--- src/common/disp_pkg.sv ---
`default_nettype none

package disp_pkg;

    // ----------------------------------------
    // image geometry
    // ----------------------------------------
    localparam int img_w = 8;
    localparam int img_h = 8;
    localparam int img_c = 32;                     // max channel count
    localparam int img_pix = img_w * img_h * img_c; // 2048 pixels

    // banked storage, channel low bits pick the bank
    localparam int bank_cnt = 4;
    localparam int bank_bits = 2;
    localparam int bank_depth = img_pix / bank_cnt; // 512 words each

    localparam logic [2:0] org_max = 3'd6;         // keeps 2x2 window inside

    // depth codes
    localparam logic [1:0] depth_8 = 2'd0;
    localparam logic [1:0] depth_16 = 2'd1;
    localparam logic [1:0] depth_32 = 2'd2;        // reset value

    // ----------------------------------------
    // opcodes
    // ----------------------------------------
    localparam logic [3:0] op_load = 4'd0;
    localparam logic [3:0] op_org_r = 4'd1;
    localparam logic [3:0] op_org_l = 4'd2;
    localparam logic [3:0] op_org_u = 4'd3;
    localparam logic [3:0] op_org_d = 4'd4;
    localparam logic [3:0] op_scale_d = 4'd5;
    localparam logic [3:0] op_scale_u = 4'd6;
    localparam logic [3:0] op_display = 4'd7;

    // controller FSM encoding
    localparam logic [3:0] st_reset = 4'd0;
    localparam logic [3:0] st_start = 4'd1;
    localparam logic [3:0] st_ready = 4'd2;        // op_ready pulse
    localparam logic [3:0] st_wait = 4'd3;
    localparam logic [3:0] st_load = 4'd4;
    localparam logic [3:0] st_org_r = 4'd5;
    localparam logic [3:0] st_org_l = 4'd6;
    localparam logic [3:0] st_org_u = 4'd7;
    localparam logic [3:0] st_org_d = 4'd8;
    localparam logic [3:0] st_scale_d = 4'd9;
    localparam logic [3:0] st_scale_u = 4'd10;
    localparam logic [3:0] st_display = 4'd11;

    typedef logic [7:0] pix_t;                     // unsigned pixel

    // one pixel address, two readings of the same 11 bits
    typedef union packed {
        struct packed {
            logic [4:0] ch;
            logic [2:0] y;
            logic [2:0] x;
        } img;                                     // raster view, channel-major
        struct packed {
            logic [2:0] ch_hi;                     // channel bits 4..2
            logic [1:0] bank;                      // channel bits 1..0
            logic [5:0] idx;                       // y*8 + x
        } mem;                                     // storage view
    } pix_addr_t;

    // last channel index for a depth code
    function automatic logic [4:0] depth_last(input logic [1:0] depth);
        case (depth)
            depth_8: return 5'd7;
            depth_16: return 5'd15;
            default: return 5'd31;
        endcase
    endfunction

endpackage

`default_nettype wire

--- src/common/img_mem_if.sv ---
`default_nettype none

// request / return path between controller, banks and output stage
interface img_mem_if
    import disp_pkg::*;
();

    logic      wr_en;    // single-cycle write strobe
    logic      rd_en;    // single-cycle read strobe, never with wr_en
    pix_addr_t addr;     // image view written, memory view read
    pix_t      wdata;
    pix_t      rdata;    // valid with rvalid
    logic      rvalid;   // rd_en delayed by one cycle

    // controller side, rvalid only for drain detect
    modport ctl (
        output wr_en,
        output rd_en,
        output addr,
        output wdata,
        input  rvalid
    );

    // bank side
    modport mem (
        input  wr_en,
        input  rd_en,
        input  addr,
        input  wdata,
        output rdata,
        output rvalid
    );

    modport snk (input rdata, input rvalid);  // output streamer

endinterface

`default_nettype wire

--- src/cmd_ctrl.sv ---
`default_nettype none

module cmd_ctrl
    import disp_pkg::*;
(
    input  wire        i_clk,
    input  wire        i_rst_n,
    input  wire        i_op_valid,
    input  wire  [3:0] i_op_mode,
    input  wire        i_in_valid,
    input  wire  pix_t i_in_data,
    output logic       o_op_ready,
    output logic       o_in_ready,
    img_mem_if.ctl     mem
);

    // ----------------------------------------
    // registered inputs
    // ----------------------------------------
    logic       op_valid_r;
    logic [3:0] op_mode_r;
    logic       in_take_r;   // pixel accepted last edge, write it now
    pix_t       in_data_r;

    logic [3:0] state;
    logic [3:0] state_nx;

    logic [2:0] org_x;       // window origin, 0..org_max
    logic [2:0] org_y;
    logic [1:0] depth;       // depth code

    logic [10:0] load_cnt;   // pixels written so far
    logic        load_full;  // 2048th pixel taken, stop accepting
    logic        last_take;

    logic [1:0] disp_pos;    // 0:(x,y) 1:(x+1,y) 2:(x,y+1) 3:(x+1,y+1)
    logic [4:0] disp_c;      // channel being read
    logic       disp_drain;  // all reads issued, wait for rvalid to fall

    assign o_op_ready = (state == st_ready);
    assign o_in_ready = (state == st_load) && !load_full;

    // accepted count = written + pending write
    assign last_take = o_in_ready && i_in_valid
                    && (({1'b0, load_cnt} + 12'(in_take_r)) == 12'(img_pix - 1));

    always_ff @(posedge i_clk or negedge i_rst_n) begin
        if (!i_rst_n) begin
            op_valid_r <= 1'b0;
            op_mode_r  <= 4'd0;
            in_take_r  <= 1'b0;
        end else begin
            op_valid_r <= i_op_valid;
            op_mode_r  <= i_op_mode;
            in_take_r  <= i_in_valid && o_in_ready; // only handshaked pixels
        end
    end

    always_ff @(posedge i_clk) begin
        in_data_r <= i_in_data;
    end

    // ----------------------------------------
    // next state
    // ----------------------------------------
    always_comb begin
        state_nx = state;
        case (state)
            st_reset: state_nx = st_start;
            st_start: state_nx = st_ready;
            st_ready: state_nx = st_wait;
            st_wait: begin
                if (op_valid_r) begin
                    case (op_mode_r)
                        op_load:    state_nx = st_load;
                        op_org_r:   state_nx = st_org_r;
                        op_org_l:   state_nx = st_org_l;
                        op_org_u:   state_nx = st_org_u;
                        op_org_d:   state_nx = st_org_d;
                        op_scale_d: state_nx = st_scale_d;
                        op_scale_u: state_nx = st_scale_u;
                        op_display: state_nx = st_display;
                        default:    state_nx = st_wait;   // undefined, ignored
                    endcase
                end
            end
            st_load: begin
                if (in_take_r && (load_cnt == 11'(img_pix - 1))) state_nx = st_ready;
            end
            st_org_r, st_org_l, st_org_u, st_org_d, st_scale_d, st_scale_u: begin
                state_nx = st_ready;                      // one-cycle update
            end
            st_display: begin
                if (disp_drain && !mem.rvalid) state_nx = st_ready;
            end
            default: state_nx = st_wait;
        endcase
    end

    // ----------------------------------------
    // state, origin, depth and counters
    // ----------------------------------------
    always_ff @(posedge i_clk or negedge i_rst_n) begin
        if (!i_rst_n) begin
            state      <= st_reset;
            org_x      <= 3'd0;
            org_y      <= 3'd0;
            depth      <= depth_32;
            load_cnt   <= 11'd0;
            load_full  <= 1'b0;
            disp_pos   <= 2'd0;
            disp_c     <= 5'd0;
            disp_drain <= 1'b0;
        end else begin
            state <= state_nx;
            case (state)
                st_ready: load_full <= 1'b0;
                st_load: begin
                    if (last_take) load_full <= 1'b1;
                    if (in_take_r) load_cnt <= load_cnt + 11'd1; // wraps to 0 at end
                end
                // saturating origin moves
                st_org_r: if (org_x < org_max) org_x <= org_x + 3'd1;
                st_org_l: if (org_x != 3'd0) org_x <= org_x - 3'd1;
                st_org_u: if (org_y != 3'd0) org_y <= org_y - 3'd1;
                st_org_d: if (org_y < org_max) org_y <= org_y + 3'd1;
                // saturating depth steps
                st_scale_d: if (depth != depth_8) depth <= depth - 2'd1;
                st_scale_u: if (depth != depth_32) depth <= depth + 2'd1;
                st_display: begin
                    if (!disp_drain) begin
                        disp_pos <= disp_pos + 2'd1;
                        if (disp_pos == 2'd3) begin
                            if (disp_c == depth_last(depth)) begin
                                disp_c     <= 5'd0;
                                disp_drain <= 1'b1;       // last read issued
                            end else begin
                                disp_c <= disp_c + 5'd1;
                            end
                        end
                    end else if (!mem.rvalid) begin
                        disp_drain <= 1'b0;
                    end
                end
                default: ;
            endcase
        end
    end

    // ----------------------------------------
    // memory requests, image view addressing
    // ----------------------------------------
    always_comb begin
        mem.wr_en = 1'b0;
        mem.rd_en = 1'b0;
        mem.addr  = '0;
        mem.wdata = in_data_r;
        if (state == st_load) begin
            mem.wr_en    = in_take_r;
            mem.addr.img = load_cnt;                  // raster order is c,y,x
        end else if (state == st_display) begin
            mem.rd_en      = !disp_drain;             // one read per cycle
            mem.addr.img.ch = disp_c;
            mem.addr.img.y  = org_y + {2'b00, disp_pos[1]};
            mem.addr.img.x  = org_x + {2'b00, disp_pos[0]};
        end
    end

endmodule

`default_nettype wire

--- src/flat_wrapper.sv ---
// flat-port wrapper written by rule: the top's interface ports become plain ports
module cmd_ctrl_flat import disp_pkg::*;
  (i_clk, i_rst_n, i_op_valid, i_op_mode, i_in_valid, i_in_data, o_op_ready, o_in_ready, mem_wr_en, mem_rd_en, mem_addr, mem_wdata, mem_rvalid);
  img_mem_if mem_i ();
  input  wire i_clk;
  input  wire i_rst_n;
  input  wire i_op_valid;
  input  wire  [3:0] i_op_mode;
  input  wire i_in_valid;
  input  wire  pix_t i_in_data;
  output logic o_op_ready;
  output logic o_in_ready;
  output wire logic [$bits(mem_i.wr_en)-1:0] mem_wr_en;
  output wire logic [$bits(mem_i.rd_en)-1:0] mem_rd_en;
  output wire logic [$bits(mem_i.addr)-1:0] mem_addr;
  output wire logic [$bits(mem_i.wdata)-1:0] mem_wdata;
  input wire logic [$bits(mem_i.rvalid)-1:0] mem_rvalid;
  assign mem_wr_en = mem_i.wr_en;
  assign mem_rd_en = mem_i.rd_en;
  assign mem_addr = mem_i.addr;
  assign mem_wdata = mem_i.wdata;
  assign mem_i.rvalid = mem_rvalid;
  cmd_ctrl u_core (.i_clk(i_clk), .i_rst_n(i_rst_n), .i_op_valid(i_op_valid), .i_op_mode(i_op_mode), .i_in_valid(i_in_valid), .i_in_data(i_in_data), .o_op_ready(o_op_ready), .o_in_ready(o_in_ready), .mem(mem_i));
endmodule
--- config.mk ---
export PLATFORM = sky130hd
export DESIGN_NAME = cmd_ctrl_flat
export DESIGN_NICKNAME = d
export VERILOG_FILES = /design/src/common/disp_pkg.sv /design/src/common/img_mem_if.sv /design/src/cmd_ctrl.sv /design/src/flat_wrapper.sv
export SDC_FILE = /design/constraint.sdc
export NUM_CORES = 1
export LEC_CHECK = 0
export BUFFER_PORTS_ARGS = -buffer_cell sky130_fd_sc_hd__buf_4
export CORE_AREA = 2 2 77 72
export CTS_CLUSTER_DIAMETER = 150
export DETAILED_ROUTE_END_ITERATION = 10
export DIE_AREA = 0 0 79 74
export PLACE_DENSITY = 0.72
export SLEW_MARGIN = 20
export SYNTH_ARGS = -nofsm -noshare
export SYNTH_HDL_FRONTEND = slang
export SYNTH_SLANG_ARGS = --single-unit
--- constraint.sdc ---
create_clock -name i_clk -period 5 [get_ports i_clk]
set_clock_uncertainty 0.2 [all_clocks]
set_input_delay 0.5 -clock i_clk [delete_from_list [all_inputs] [get_ports i_clk]]
set_output_delay 0.5 -clock i_clk [all_outputs]
set_load 0.05 [all_outputs]
==> key figures <==
Yosys
  – Dominant synthesized flop cell: dfrtp_1
  – Synth async-reset ratio: 82.6%
  – Post-synthesis sequential area ratio: 45.6%
  – Distinct cell type count after synthesis: 56
  – Ys Warns: 0
  – Cell count after synthesis: 229
  – Post-synthesis cell area: 2440 µm²
  – Syn avg cell area: 10.6 µm²
  – #FFs+latches synth: 46
  – Syn Nets: 260
  – Number of flops mapped to enable cells by yosys: 0

GRT
  – Grt ovf: 0
  – Vias in the first global route: 1,761
  – Global Route Usage Sum: 18.6%
  – Antenna violations before repair: 0
  – First-pass GRT wire length: 8410 µm
  – Pin count of the biggest net entering global routing: 39

Layout
  – Area grow syn2layout: 17.9%
  – Fillers: 452
  – Fin util: 56.7%
  – FF/Latch Area: 1110 µm²
  – Antenna cell count: 0
  – Share of layout cells above drive strength 1: 21.9%
  – Final nets: 299
  – Multi-input logic area: 1240 µm²

Power and ir drop
  – Leakage: 0.00134 µW
  – Worst vdd ir: 0.270 mV
  – Pwr Density: 382 nW/µm²

Timing
  – Final Critical Period: 2.88 ns
  – TNS Setup: 0 ns
  – Fin. Hold Viols: 0
  – Hold Slack: 0.0998 ns
  – Max-Slew Margin vs Limit: 49.9%
  – Slew Viols, Final: 0
  – Final Cycle Share: 57.6%
  – RSZ-0062 raised after global routing: false
  – Highest clock rate: 0.347 GHz
  – Final setup vio count: 0
  – Tightest Pin Transition: 0.747 ns

Floorplanning
  – Site Rows: 25
  – Die span in x: 79 µm
  – CORE AREA: 5070 µm²
  – Initial Util: 48.1%
  – Die Y-Extent: 74 µm
  – Die area: 5850 µm²
  – IO Count: 40

Clock tree
  – H-tree Lvls: 2
  – Clock root buffer: clkbuf_8
  – TritonCTS clock tree: yes
  – CTS clk-pin slew, worst paths: 0.08 ns
  – Clock latency on the worst-skew pair: 0.30 ns
  – Clock Tree Buf Depth: 2
  – Clock Sinks: 46
  – TritonCTS buffer count: 5

Route
  – Final antenna-violating net count: 0
  – Drt drc: 0
  – Vias/cell: 5.54
  – Total wire length: 4880 µm
  – Drt wl/cell: 14.5 µm
  – DR pass1 iterations: 4
  – DRT iter0 DRCs: 94
  – Total number of vias: 1,863

Worst setup path
  – Crit. End Element: output port
  – Critical Path Start Type: flop
  – Crit path DAT: 2.18 ns
  – Critical path class: flop to output port
  – Flop2flop setup slack: 2.52 ns
  – Critical-path maximum fanout: 14
  – Critical Path RT: 4.30 ns

Place
  – Port Buf Inserts: 39
  – Detail Placement HPWL: 3660 µm
  – Routability congestion estimate: 0.791

Job
  – MaxCap Viol Count: 0

Status
  – Status: finished, final reports clean

Hold path
  – Hold/Removal Path Class: input port to flop
through the flow:
| stage | power, µW | setup slack (ns) | instances | cell area (µm²) |
|---|---|---|---|---|
| floorplan | 779 | 2.09 | 229 | 2440 |
| detailed placement | 871 | 2.48 | 327 | 2770 |
| global route | 1180 | 1.94 | 336 | 2880 |
| finish | 1100 | 2.12 | 336 | 2880 |
| global placement | 862 | 2.53 | 327 | 2770 |
| CTS | 1110 | 2.14 | 336 | 2880 |
power by group:
part	total (µW)	leakage (µW)	switching (µW)	internal, µW
clock network	233	0.0000472	122	111
logic	363	0.000733	213	150
registers	502	0.000560	77.5	425
worst max-delay path, stage by stage (launching register included):
cell     delay, ns
dfrtp_1       0.58
inv_1         0.18
nor3_2        0.67
nand2_1       0.10
o21ai_0       0.12
buf_4         0.24
cells in the mapped netlist, types with 2 or more instances:
cell       instances  area, µm²
dfrtp_1           37        926
nand4b_1           5       43.8
ha_1              12        150
a21boi_0           2       15.0
buf_2              3       15.0
nand2b_1           5       31.3
nor2_1            11       41.3
nor2_4             2       22.5
nor3_1             5       25.0
a22o_1             8       70.1
nand3_1            2       10.0
nor3b_1            2       15.0
nand2_1           17       63.8
xor2_1             5       43.8
o22ai_1            2       12.5
mux2i_1            3       30.0
inv_1             12       45.0
mux2_2             3       33.8
dfxtp_1            8        160
nand3b_1           3       22.5
fa_1               2       40.0
o2bb2ai_1          2       17.5
clkbuf_1           3       11.3
o21ai_0           11       55.1
xnor2_1           13        114
a21o_1             3       22.5
o211a_1            2       20.0
and3_1             3       18.8
a21oi_1            9       45.0
a221oi_1           2       17.5
nand4_1            7       43.8
flip-flops by register name, summed over array words and instances (netlist names):
register / count
u_core.disp_drain: 1
u_core.disp_c: 5
u_core.in_take_r: 1
u_core.load_full: 1
u_core.org_y: 3
u_core.op_mode_r: 4
u_core.op_valid_r: 1
u_core.org_x: 3
u_core.disp_pos: 2
u_core.load_cnt: 11
u_core.depth: 2
u_core.mem.wdata: 8
u_core.state: 4
layout make-up:
class | instances | share of cell area [%]
Multi-Input combinational cell | 163 | 43.0
Sequential cell | 46 | 38.7
Timing Repair Buffer | 40 | 10.5
Tap cell | 67 | 2.92
Clock buffer | 6 | 2.87
Inverter | 12 | 1.57
Clock inverter | 2 | 0.435
layout by cell type, fill, tap and decap left out, drive strengths merged, types with 9 or more instances in the layout:
master,n
buf,39
dfrtp,37
nand2,17
xnor2,13
nor2,13
inv,12
ha,12
o21ai,11
a21oi,9
path summary, 6_finish.rpt:
kind | startpoint | end | cells past startpoint
setup / recovery | u_core.state[3] | mem_addr[3] | 5
hold / removal | i_in_data[2] | u_core.mem.wdata[2] | 1
setup reg to reg | u_core.state[0] | u_core.org_x[1] | 7
hold reg to reg | u_core.depth[0] | u_core.depth[0] | 1
max in group asynchronous | i_rst_n | u_core.depth[1] | 2
min in group asynchronous | i_rst_n | u_core.state[3] | 2
cells by family (layout without fill, tap and decap cells):
kind of cell / count (synthesis) / after routing / share of synthesized area [%]
buffers and inverters: 20 / 60 / 3.69
flip-flops: 46 / 46 / 45.6
XOR/XNOR: 18 / 18 / 6.46
multiplexers: 7 / 7 / 3.08
adder cells (fa/ha/maj): 14 / 14 / 7.80
AO/OA/AOI/OAI: 50 / 50 / 14.7
AND/OR/NAND/NOR: 74 / 74 / 18.7
per-layer routing:
layer / wire, µm / track usage [%]
met1: 2390 / 26.5
met2: 2200 / 29.5
met3: 233 / 3.03
met4: 57 / 6.32
met5: 0 / 0
repair_timing:
item,4_1_cts,5_1_grt
setup endpoints to repair,0,0
buffers inserted,0,0
gates resized for setup,0,0
hold endpoints to repair,37,0
hold buffers,1,0
Note: power is estimated with default switching activity, not from simulation.
