--- config.mk ---
export PLATFORM = sky130hd
export DESIGN_NAME = out_stream_flat
export DESIGN_NICKNAME = d
export VERILOG_FILES = /design/src/common/disp_pkg.sv /design/src/common/img_mem_if.sv /design/src/out_stream.sv /design/src/flat_wrapper.sv
export SDC_FILE = /design/constraint.sdc
export NUM_CORES = 1
export LEC_CHECK = 0
export ABC_AREA = 0
export CORE_AREA = 2 2 39 41
export CTS_BUF_LIST = sky130_fd_sc_hd__clkbuf_4
export DETAILED_ROUTE_END_ITERATION = 8
export DIE_AREA = 0 0 41 43
export DONT_BUFFER_PORTS = 1
export GPL_TIMING_DRIVEN = 0
export HOLD_SLACK_MARGIN = 0.06
export MAX_ROUTING_LAYER = met4
export PLACE_DENSITY = 0.46
export SYNTH_ARGS = -nofsm -noshare
export SYNTH_HDL_FRONTEND = slang
export SYNTH_SLANG_ARGS = --single-unit
--- constraint.sdc ---
create_clock -name i_clk -period 1.2 [get_ports i_clk]
set_clock_uncertainty 0.15 [all_clocks]
set_input_delay 0.06 -clock i_clk [delete_from_list [all_inputs] [get_ports i_clk]]
set_output_delay 0.06 -clock i_clk [all_outputs]
set_load 0.02 [all_outputs]
--- src/common/disp_pkg.sv ---
`default_nettype none

package disp_pkg;

    // ----------------------------------------
    // image geometry
    // ----------------------------------------
    localparam int img_w = 8;
    localparam int img_h = 8;
    localparam int img_c = 32;                     // max channel count
    localparam int img_pix = img_w * img_h * img_c; // 2048 pixels

    // banked storage, channel low bits pick the bank
    localparam int bank_cnt = 4;
    localparam int bank_bits = 2;
    localparam int bank_depth = img_pix / bank_cnt; // 512 words each

    localparam logic [2:0] org_max = 3'd6;         // keeps 2x2 window inside

    // depth codes
    localparam logic [1:0] depth_8 = 2'd0;
    localparam logic [1:0] depth_16 = 2'd1;
    localparam logic [1:0] depth_32 = 2'd2;        // reset value

    // ----------------------------------------
    // opcodes
    // ----------------------------------------
    localparam logic [3:0] op_load = 4'd0;
    localparam logic [3:0] op_org_r = 4'd1;
    localparam logic [3:0] op_org_l = 4'd2;
    localparam logic [3:0] op_org_u = 4'd3;
    localparam logic [3:0] op_org_d = 4'd4;
    localparam logic [3:0] op_scale_d = 4'd5;
    localparam logic [3:0] op_scale_u = 4'd6;
    localparam logic [3:0] op_display = 4'd7;

    // controller FSM encoding
    localparam logic [3:0] st_reset = 4'd0;
    localparam logic [3:0] st_start = 4'd1;
    localparam logic [3:0] st_ready = 4'd2;        // op_ready pulse
    localparam logic [3:0] st_wait = 4'd3;
    localparam logic [3:0] st_load = 4'd4;
    localparam logic [3:0] st_org_r = 4'd5;
    localparam logic [3:0] st_org_l = 4'd6;
    localparam logic [3:0] st_org_u = 4'd7;
    localparam logic [3:0] st_org_d = 4'd8;
    localparam logic [3:0] st_scale_d = 4'd9;
    localparam logic [3:0] st_scale_u = 4'd10;
    localparam logic [3:0] st_display = 4'd11;

    typedef logic [7:0] pix_t;                     // unsigned pixel

    // one pixel address, two readings of the same 11 bits
    typedef union packed {
        struct packed {
            logic [4:0] ch;
            logic [2:0] y;
            logic [2:0] x;
        } img;                                     // raster view, channel-major
        struct packed {
            logic [2:0] ch_hi;                     // channel bits 4..2
            logic [1:0] bank;                      // channel bits 1..0
            logic [5:0] idx;                       // y*8 + x
        } mem;                                     // storage view
    } pix_addr_t;

    // last channel index for a depth code
    function automatic logic [4:0] depth_last(input logic [1:0] depth);
        case (depth)
            depth_8: return 5'd7;
            depth_16: return 5'd15;
            default: return 5'd31;
        endcase
    endfunction

endpackage

`default_nettype wire

--- src/common/img_mem_if.sv ---
`default_nettype none

// request / return path between controller, banks and output stage
interface img_mem_if
    import disp_pkg::*;
();

    logic      wr_en;    // single-cycle write strobe
    logic      rd_en;    // single-cycle read strobe, never with wr_en
    pix_addr_t addr;     // image view written, memory view read
    pix_t      wdata;
    pix_t      rdata;    // valid with rvalid
    logic      rvalid;   // rd_en delayed by one cycle

    // controller side, rvalid only for drain detect
    modport ctl (
        output wr_en,
        output rd_en,
        output addr,
        output wdata,
        input  rvalid
    );

    // bank side
    modport mem (
        input  wr_en,
        input  rd_en,
        input  addr,
        input  wdata,
        output rdata,
        output rvalid
    );

    modport snk (input rdata, input rvalid);  // output streamer

endinterface

`default_nettype wire

--- src/out_stream.sv ---
`default_nettype none

module out_stream
    import disp_pkg::*;
(
    input  wire         i_clk,
    input  wire         i_rst_n,
    img_mem_if.snk      snk,
    output logic        o_out_valid,
    output logic [13:0] o_out_data
);

    // pad width for zero extension of a pixel
    localparam int pad_w = 14 - $bits(pix_t);

    // ----------------------------------------
    // output register stage
    // ----------------------------------------
    // valid follows the memory return by one cycle,
    // data only loads on a return and keeps the last pixel
    always_ff @(posedge i_clk or negedge i_rst_n) begin
        if (!i_rst_n) begin
            o_out_valid <= 1'b0;
            o_out_data  <= 14'd0;
        end else begin
            o_out_valid <= snk.rvalid;
            if (snk.rvalid) begin
                o_out_data <= {{pad_w{1'b0}}, snk.rdata}; // unsigned pixel
            end
        end
    end

endmodule

`default_nettype wire

--- src/flat_wrapper.sv ---
// flat-port wrapper written by rule: the top's interface ports become plain ports
module out_stream_flat import disp_pkg::*;
  (i_clk, i_rst_n, o_out_valid, o_out_data, snk_rdata, snk_rvalid);
  img_mem_if snk_i ();
  input  wire i_clk;
  input  wire i_rst_n;
  output logic o_out_valid;
  output logic [13:0] o_out_data;
  input wire logic [$bits(snk_i.rdata)-1:0] snk_rdata;
  input wire logic [$bits(snk_i.rvalid)-1:0] snk_rvalid;
  assign snk_i.rdata = snk_rdata;
  assign snk_i.rvalid = snk_rvalid;
  out_stream u_core (.i_clk(i_clk), .i_rst_n(i_rst_n), .snk(snk_i), .o_out_valid(o_out_valid), .o_out_data(o_out_data));
endmodule
==> results of run 1 <==
[worst max-delay path, cell delays in order]
cell           delay (ps)
dlygate4sd3_1         580
buf_6                 170
mux2_4                310
[through the flow]
stage | worst slack [ps] | total power [mW] | hold WS, ps | cell area, um2 | utilization (%)
4_1_cts | 24.11 | 0.7760 | 276.6 | 584.3 | 42.22
3_5_place_dp | 177.6 | 0.4833 | -385.4 | 444.2 | 32.10
3_3_place_gp | 195.5 | 0.4808 | -385.4 | 444.2 | 32.10
6_report | 65.83 | 0.7566 | 21.82 | 574.3 | 41.50
5_1_grt | 62.76 | 0.8159 | 45.30 | 574.3 | 41.50
2_1_floorplan | 215.3 | 0.4727 | -385.6 | 424.2 | -
[worst paths after layout]
| kind | cells past startpoint | slack [ps] | startpoint | to |
|---|---|---|---|---|
| worst max-delay path | 3 | 70 | snk_rvalid | u_core.o_out_data[5] |
| worst min-delay path | 1 | 20 | i_rst_n | u_core.o_out_data[6] |
| worst max register to register | 1 | 170 | u_core.o_out_data[5] | u_core.o_out_data[5] |
| worst min register to register | 1 | 520 | u_core.o_out_data[3] | u_core.o_out_data[3] |
| max in group asynchronous | 1 | 590 | i_rst_n | u_core.o_out_data[7] |
| min in group i_clk | 1 | 280 | snk_rvalid | u_core.o_out_valid |
[layout make-up]
cell class | instances | area, um2 | share of cell area (%)
clock buffer | 4 | 30.03 | 5.229
timing repair buffer | 10 | 100.1 | 17.43
multi-input combinational | 14 | 142.6 | 24.84
sequential | 9 | 225.2 | 39.22
tap | 16 | 20.02 | 3.486
buffer | 7 | 56.30 | 9.804
[cells in the final DEF (no fill, tap or decap)]
cell type       n
dlygate4sd3_1  10
dfrtp_1         9
mux2_4          8
buf_4           6
conb_1          6
clkbuf_4        4
buf_6           1
[kinds of logic (layout without fill, tap and decap cells)]
logic type             after synthesis  in the layout  share of synthesized area [%]
buffers and inverters                7             21                          13.89
other                                1              6                         0.9250
flip-flops                           9              9                          55.56
multiplexers                         8              8                          29.63
[power by group through the flow]
stage               Sequential, mW  Clock [mW]  Combinational (mW)
floorplan                    0.388           0              0.0843
global placement             0.394           0              0.0870
detailed placement           0.394           0              0.0891
CTS                          0.390       0.262               0.124
global route                 0.393       0.292               0.131
finish                       0.389       0.247               0.121
[registers in the layout (all words and copies together) (netlist names)]
| name | count |
|---|---|
| u_core.o_out_valid | 1 |
| u_core.o_out_data | 8 |
[metal layers]
layer | vias up | routed length [um] | track usage, %
met3 | 0 | 80 | 7.853
met2 | 15 | 367 | 17.19
met1 | 107 | 292 | 10.82
met5 | - | 0 | -
met4 | 0 | 0 | 0
li1 | 106 | - | -
==> impl_metrics.env, run 1 <==
export IMPL_status="completed"
export IMPL_peakVddDrop_mv=0.6869
export IMPL_numCtsBuffers=3
export IMPL_path_class="in -> reg"
export IMPL_antenna_found_initial=0
export IMPL_crit_arrival_ps=1120
export IMPL_route_detailed_drc=0
export IMPL_fin_cells=60
export IMPL_switching_power_uw=196.8
export IMPL_area_growth_pct=41.67
export IMPL_worstPathMaxFanout=8
export IMPL_ys_top_cells_by_count="9 x dfrtp_1, 8 x mux2_4, 6 x buf_4"
export IMPL_slew_violations=0
export IMPL_postRouteAntennaNets=0
export IMPL_boundaryPins=26
export IMPL_cts_tree="built"
export IMPL_clock_latency_ps=250
export IMPL_p_leak_nw=0.2893
export IMPL_cts_resized=0
export IMPL_timing_final_crit_share_pct=94.51
export IMPL_ys_seq_elements=9
export IMPL_seq_power_share_pct=51.4
export IMPL_grt_pass1_wl_um=1145
export IMPL_max_freq_ghz=0.8817
export IMPL_synthFlopType="dfrtp_1"
export IMPL_synth_distinct_cells=5
export IMPL_min_path_type="in -> async"
export IMPL_finalSetupTns_ps=0
export IMPL_die_area_um2=1763
export IMPL_setup_viol=0
export IMPL_synth_area_um2=405.4
export IMPL_start_kind="primary input"
export IMPL_postCtsSetupBuffers=0
export IMPL_num_vias=228
export IMPL_clock_sinks=9
export IMPL_nFillCells=126
export IMPL_cp_required_ps=1180
export IMPL_netlist_instances=25
export IMPL_yosys_top_cells_area="dfrtp_1 56%, mux2_4 30%, buf_4 11%, buf_6 2.8%, conb_1 0.93%"
export IMPL_powerDensity_nw_per_um2=1317
export IMPL_drtPass1Iterations=4
export IMPL_ys_seq_area_share_pct=55.56
export IMPL_rsz0062_at_grt="false"
export IMPL_synth_top_cell_area_share_pct=55.56
export IMPL_grt_pass1_vias=259
export IMPL_synth_edf_count=0
export IMPL_synth_async_reset_ratio_pct=100.0
export IMPL_period_minus_slack_ps=1134
export IMPL_n_antenna_cell=0
export IMPL_drive_gt1_share_pct=43.18
export IMPL_routed_via_density=3.800
export IMPL_root_buffer="clkbuf_4"
export IMPL_path_clk_slew_ps=60
export IMPL_clkPwrFrac_pct=32.6
export IMPL_placedCellCount=46
export IMPL_hold_viol=0
export IMPL_ys_warn_count=0
export IMPL_start_util_pct=29.29
export IMPL_die_w_um=41
export IMPL_yosysTopAreaCell="dfrtp_1"
export IMPL_internal_power_uw=559.8
export IMPL_grtUsageTotal_pct=10.66
export IMPL_dieHeight_um=43
export IMPL_core_um2=1384
export IMPL_maxCapViolCount=0
export IMPL_rows=14
export IMPL_combPwrFrac_pct=16.0
export IMPL_wl_per_cell_um=12.33
export IMPL_grt_max_degree=10
export IMPL_drt_wl_total_um=740
export IMPL_yosysMostFrequentCell="dfrtp_1"
export IMPL_hold_buffers=11
export IMPL_syn_area_per_cell_um2=16.22
export IMPL_gp_congestion=0.4760
export IMPL_cts_max_path_buffers=2
export IMPL_switching_share_pct=26.01
export IMPL_grt_overflow=0
export IMPL_drt_initial_drc_count=1
export IMPL_end_kind="flop"
export IMPL_htree_levels=1
export IMPL_finalNetCount=56
export IMPL_portBuffers=0
Power figures use the tool's default switching activity.
==> run 2, diff against run 1 <==
--- a/config.mk
+++ b/config.mk
@@ -15,6 +15,7 @@
 export HOLD_SLACK_MARGIN = 0.06
 export MAX_ROUTING_LAYER = met4
 export PLACE_DENSITY = 0.46
+export RECOVER_POWER = 100
 export SYNTH_ARGS = -nofsm -noshare
 export SYNTH_HDL_FRONTEND = slang
 export SYNTH_SLANG_ARGS = --single-unit
==> impl_metrics.env, run 2 (same netlist as run 1, synthesis figures left out) <==
export IMPL_status="completed"
export IMPL_peakVddDrop_mv=0.6860
export IMPL_slew_violations=0
export IMPL_path_clk_slew_ps=60
export IMPL_routed_via_density=3.800
export IMPL_max_freq_ghz=0.8667
export IMPL_drtPass1Iterations=4
export IMPL_final_cell_mix="10 x dlygate4sd3_1, 9 x dfrtp_1, 8 x mux2_4, 7 x buf_4, 6 x conb_1"
export IMPL_n_antenna_cell=0
export IMPL_start_kind="primary input"
export IMPL_final_area_um2=570.5
export IMPL_post_route_util_pct=41.23
export IMPL_rsz0062_at_grt="false"
export IMPL_crit_slowest_cell="dlygate4sd3_1"
export IMPL_area_growth_pct=40.74
export IMPL_htree_levels=1
export IMPL_maxCapViolCount=0
export IMPL_antenna_found_initial=0
export IMPL_cp_required_ps=1180
export IMPL_worstPathCellList="dlygate4sd3_1 -> buf_4 -> mux2_4"
export IMPL_grtUsageTotal_pct=10.66
export IMPL_route_detailed_drc=0
export IMPL_rrSetupSlack_ps=170
export IMPL_portBuffers=0
export IMPL_wl_per_cell_um=12.37
export IMPL_numCtsBuffers=3
export IMPL_min_path_type="in -> async"
export IMPL_nFillCells=128
export IMPL_cts_max_path_buffers=2
export IMPL_drive_gt1_share_pct=43.18
export IMPL_period_minus_slack_ps=1154
export IMPL_setup_viol=0
export IMPL_drt_initial_drc_count=1
export IMPL_grt_max_degree=10
export IMPL_start_util_pct=29.29
export IMPL_finalNetCount=56
export IMPL_finalSetupTns_ps=0
export IMPL_largest_register_ffs=8
export IMPL_reg2reg_to="u_core.o_out_data[5]"
export IMPL_clock_sinks=9
export IMPL_hold_slack_ps=21.76
export IMPL_r2r_cells=1
export IMPL_drt_wl_total_um=742
export IMPL_hold_viol=0
export IMPL_boundaryPins=26
export IMPL_powerDensity_nw_per_um2=1324
export IMPL_r2r_start="u_core.o_out_data[5]"
export IMPL_layout_commonest_cell="dlygate4sd3_1"
export IMPL_timing_final_crit_share_pct=96.15
export IMPL_root_buffer="clkbuf_4"
export IMPL_p_total_uw=755.3
export IMPL_hold_buffers=11
export IMPL_crit_arrival_ps=1140
export IMPL_rows=14
export IMPL_clock_latency_ps=250
export IMPL_die_area_um2=1763
export IMPL_slowest_delay_ps=560
export IMPL_p_leak_nw=0.2880
export IMPL_grt_pass1_vias=259
export IMPL_postRouteAntennaNets=0
export IMPL_worstPathMaxFanout=8
export IMPL_largest_register="u_core.o_out_data"
export IMPL_core_um2=1384
export IMPL_die_w_um=41
export IMPL_end_kind="flop"
export IMPL_cts_tree="built"
export IMPL_grt_pass1_wl_um=1145
export IMPL_post_dp_cell_area_um2=444.2
export IMPL_path_class="in -> reg"
export IMPL_dieHeight_um=43
export IMPL_gp_congestion=0.4760
export IMPL_top_regs="u_core.o_out_data (8), u_core.o_out_valid (1)"
export IMPL_grt_overflow=0
export IMPL_num_vias=228
## run 2: cell count changes in the layout (fill, tap and decap cells not counted)
cell and change:
buf_6 -1, buf_4 +1
## run 2: how the worst max path moves through the flow
stage,start,to,slack (ps),cells after the start
after CTS,i_rst_n,u_core.o_out_data[7],20,2
after global placement,u_core.o_out_data[3],u_core.o_out_data[3],200,1
after floorplan,u_core.o_out_data[0],u_core.o_out_data[0],220,1
after global routing,snk_rvalid,u_core.o_out_data[3],30,3
final,snk_rvalid,u_core.o_out_data[5],50,3
after detailed placement,u_core.o_out_data[5],u_core.o_out_data[5],180,1
## run 2: final cells by class
type                            count  area [um2]  share of cell area (%)
Timing Repair Buffer               10       100.1                   17.54
Sequential cell                     9       225.2                   39.47
Clock buffer                        4       30.03                   5.263
Tap cell                           16       20.02                   3.509
Multi-Input combinational cell     14       142.6                   25.00
Buffer                              7       52.55                   9.211
## run 2: repair_timing
action                                  in CTS  in global routing
resized for setup                            0                  0
endpoints found under the setup margin       0                  9
setup buffers                                0                  0
hold endpoints to repair                    18                  9
## run 2: critical path: cells and delay by family
family / cells / cell delay, ps
muxes: 1 / 310
buffers and inverters: 2 / 770
## run 2: stage by stage
step / std cells / setup slack (ps)
floorplan: 30 / 215.3
global placement: 46 / 195.5
detailed placement: 46 / 177.6
CTS: 61 / 24.11
global route: 60 / 33.23
finish: 60 / 46.16
## run 2: per-layer routing
metal  track usage, %  share of wire, %  vias up
li1                 -                 -      106
met1            10.82                40      107
met2            17.19                49       15
met3            7.853                11        0
met4                0                 0        0
met5                -                 0        -
## run 2: report_power, final
| group | leakage [nW] | total (mW) | switching [mW] | internal [mW] |
|---|---|---|---|---|
| Clock | 0.0184 | 0.247 | 0.0965 | 0.150 |
| Combinational | 0.164 | 0.119 | 0.0430 | 0.0764 |
| Sequential | 0.105 | 0.389 | 0.0570 | 0.332 |
==> run 3, diff against run 2 <==
--- a/config.mk
+++ b/config.mk
@@ -16,6 +16,7 @@
 export MAX_ROUTING_LAYER = met4
 export PLACE_DENSITY = 0.46
 export RECOVER_POWER = 100
+export SETUP_SLACK_MARGIN = 0.4
 export SYNTH_ARGS = -nofsm -noshare
 export SYNTH_HDL_FRONTEND = slang
 export SYNTH_SLANG_ARGS = --single-unit
==> impl_metrics.env, run 3 (same netlist as run 1, synthesis figures left out) <==
export IMPL_hold_path_depth=0
export IMPL_cts_resized=0
export IMPL_powerDensity_nw_per_um2=1559
export IMPL_num_vias=196
export IMPL_drt_wl_total_um=681
export IMPL_hold_viol=9
export IMPL_n_antenna_cell=0
export IMPL_wl_per_cell_um=13.35
export IMPL_htree_levels=1
export IMPL_slew_violations=0
export IMPL_cts_tree="built"
export IMPL_layout_commonest_cell="dfrtp_1"
export IMPL_end_kind="flop"
export IMPL_p_leak_nw=0.2184
export IMPL_dp_hpwl_um=555.1
export IMPL_slowest_delay_ps=460
export IMPL_clock_sinks=9
export IMPL_crit_slowest_cell="dfrtp_1"
export IMPL_critical_path_buf_inv_count=0
export IMPL_r2r_start="u_core.o_out_data[6]"
export IMPL_postRouteAntennaNets=0
export IMPL_path_delay_family="flip-flops"
export IMPL_cp_required_ps=1180
export IMPL_top_regs="u_core.o_out_data (8), u_core.o_out_valid (1)"
export IMPL_timing_final_crit_share_pct=89.46
export IMPL_start_util_pct=29.29
export IMPL_min_to="u_core.o_out_valid"
export IMPL_r2r_cells=1
export IMPL_grt_max_degree=10
export IMPL_grt_pass1_vias=207
export IMPL_routed_via_density=3.843
export IMPL_status="finished, violations left"
export IMPL_path_clk_slew_ps=60
export IMPL_root_buffer="clkbuf_4"
export IMPL_post_route_util_pct=32.82
export IMPL_drive_gt1_share_pct=31.43
export IMPL_max_freq_ghz=0.9316
export IMPL_start_kind="flop"
export IMPL_reg2reg_to="u_core.o_out_data[6]"
export IMPL_largest_register="u_core.o_out_data"
export IMPL_rows=14
export IMPL_maxCapViolCount=0
export IMPL_finalNetCount=47
export IMPL_hp_start="snk_rvalid"
export IMPL_drt_initial_drc_count=0
export IMPL_route_detailed_drc=0
export IMPL_numCtsBuffers=3
export IMPL_hold_slack_ps=-319.1
export IMPL_min_path_type="in -> reg"
export IMPL_violations="negative hold slack"
export IMPL_core_um2=1384
export IMPL_antenna_found_initial=0
export IMPL_gp_congestion=0.5429
export IMPL_grt_pass1_wl_um=972
export IMPL_worstPathCellList="mux2_1"
export IMPL_worstPathMaxFanout=2
export IMPL_placedCellCount=46
export IMPL_path_class="reg -> reg"
export IMPL_peakVddDrop_mv=0.5549
export IMPL_clock_latency_ps=250
export IMPL_dieHeight_um=43
export IMPL_crit_arrival_ps=1050
export IMPL_final_cell_mix="9 x dfrtp_1, 8 x mux2_1, 6 x buf_4, 6 x conb_1, 4 x clkbuf_4"
export IMPL_finalSetupTns_ps=0
export IMPL_portBuffers=0
export IMPL_area_growth_pct=12.04
export IMPL_hold_buffers=1
export IMPL_grtUsageTotal_pct=9.288
export IMPL_die_w_um=41
export IMPL_drtPass1Iterations=1
export IMPL_setup_viol=0
export IMPL_fin_cells=51
export IMPL_rsz0062_at_grt="true"
export IMPL_boundaryPins=26
export IMPL_rrSetupSlack_ps=130
export IMPL_cts_max_path_buffers=2
export IMPL_postCtsSetupBuffers=0
export IMPL_die_area_um2=1763
export IMPL_grt_overflow=0
export IMPL_period_minus_slack_ps=1073
export IMPL_largest_register_ffs=8
-- run 3: cell type report --
type | instances | area, um2
multi-input cells | 14 | 112.6
repair buffers | 1 | 10.01
flip-flops and latches | 9 | 225.2
plain buffers | 7 | 56.30
clock buffers | 4 | 30.03
well taps | 16 | 20.02
fillers | 145 | 929.6
-- run 3: through the flow --
step | hold WS [ps] | power (mW) | setup WS [ps] | area (um2)
after floorplan | -385.6 | 0.4784 | 227.8 | 434.2
after global placement | -385.4 | 0.4869 | 214.8 | 454.2
after detailed placement | -385.4 | 0.4906 | 187.5 | 454.2
after CTS | -332.8 | 0.7589 | 179.4 | 494.2
after global routing | -344.3 | 0.7662 | 91.70 | 454.2
final | -319.1 | 0.7082 | 126.5 | 454.2
-- run 3: layer usage --
layer	share of wire, %	track usage (%)	up-vias
met5	0	-	-
met4	0	4.000	0
met3	12	6.283	0
met2	51	14.37	17
met1	37	8.442	91
li1	-	-	88
-- run 3: worst max path at each step --
stage,endpoint,from,depth (start not counted)
floorplan,u_core.o_out_data[0],u_core.o_out_data[0],1
global placement,u_core.o_out_data[0],u_core.o_out_data[0],1
detailed placement,u_core.o_out_data[6],u_core.o_out_data[6],1
CTS,u_core.o_out_data[6],u_core.o_out_data[6],1
global route,u_core.o_out_data[6],u_core.o_out_data[6],1
finish,u_core.o_out_data[6],u_core.o_out_data[6],1
-- run 3: timing repair --
item                                    4_1_cts  5_1_grt
hold endpoints to repair                     18       18
pin swaps                                     0        0
endpoints found under the setup margin       17       17
-- run 3: power by group --
| part | internal, mW | leakage [nW] | switching [mW] |
|---|---|---|---|
| Sequential | 0.332 | 0.105 | 0.0555 |
| Clock | 0.150 | 0.0184 | 0.0976 |
| Combinational | 0.0353 | 0.0948 | 0.0373 |
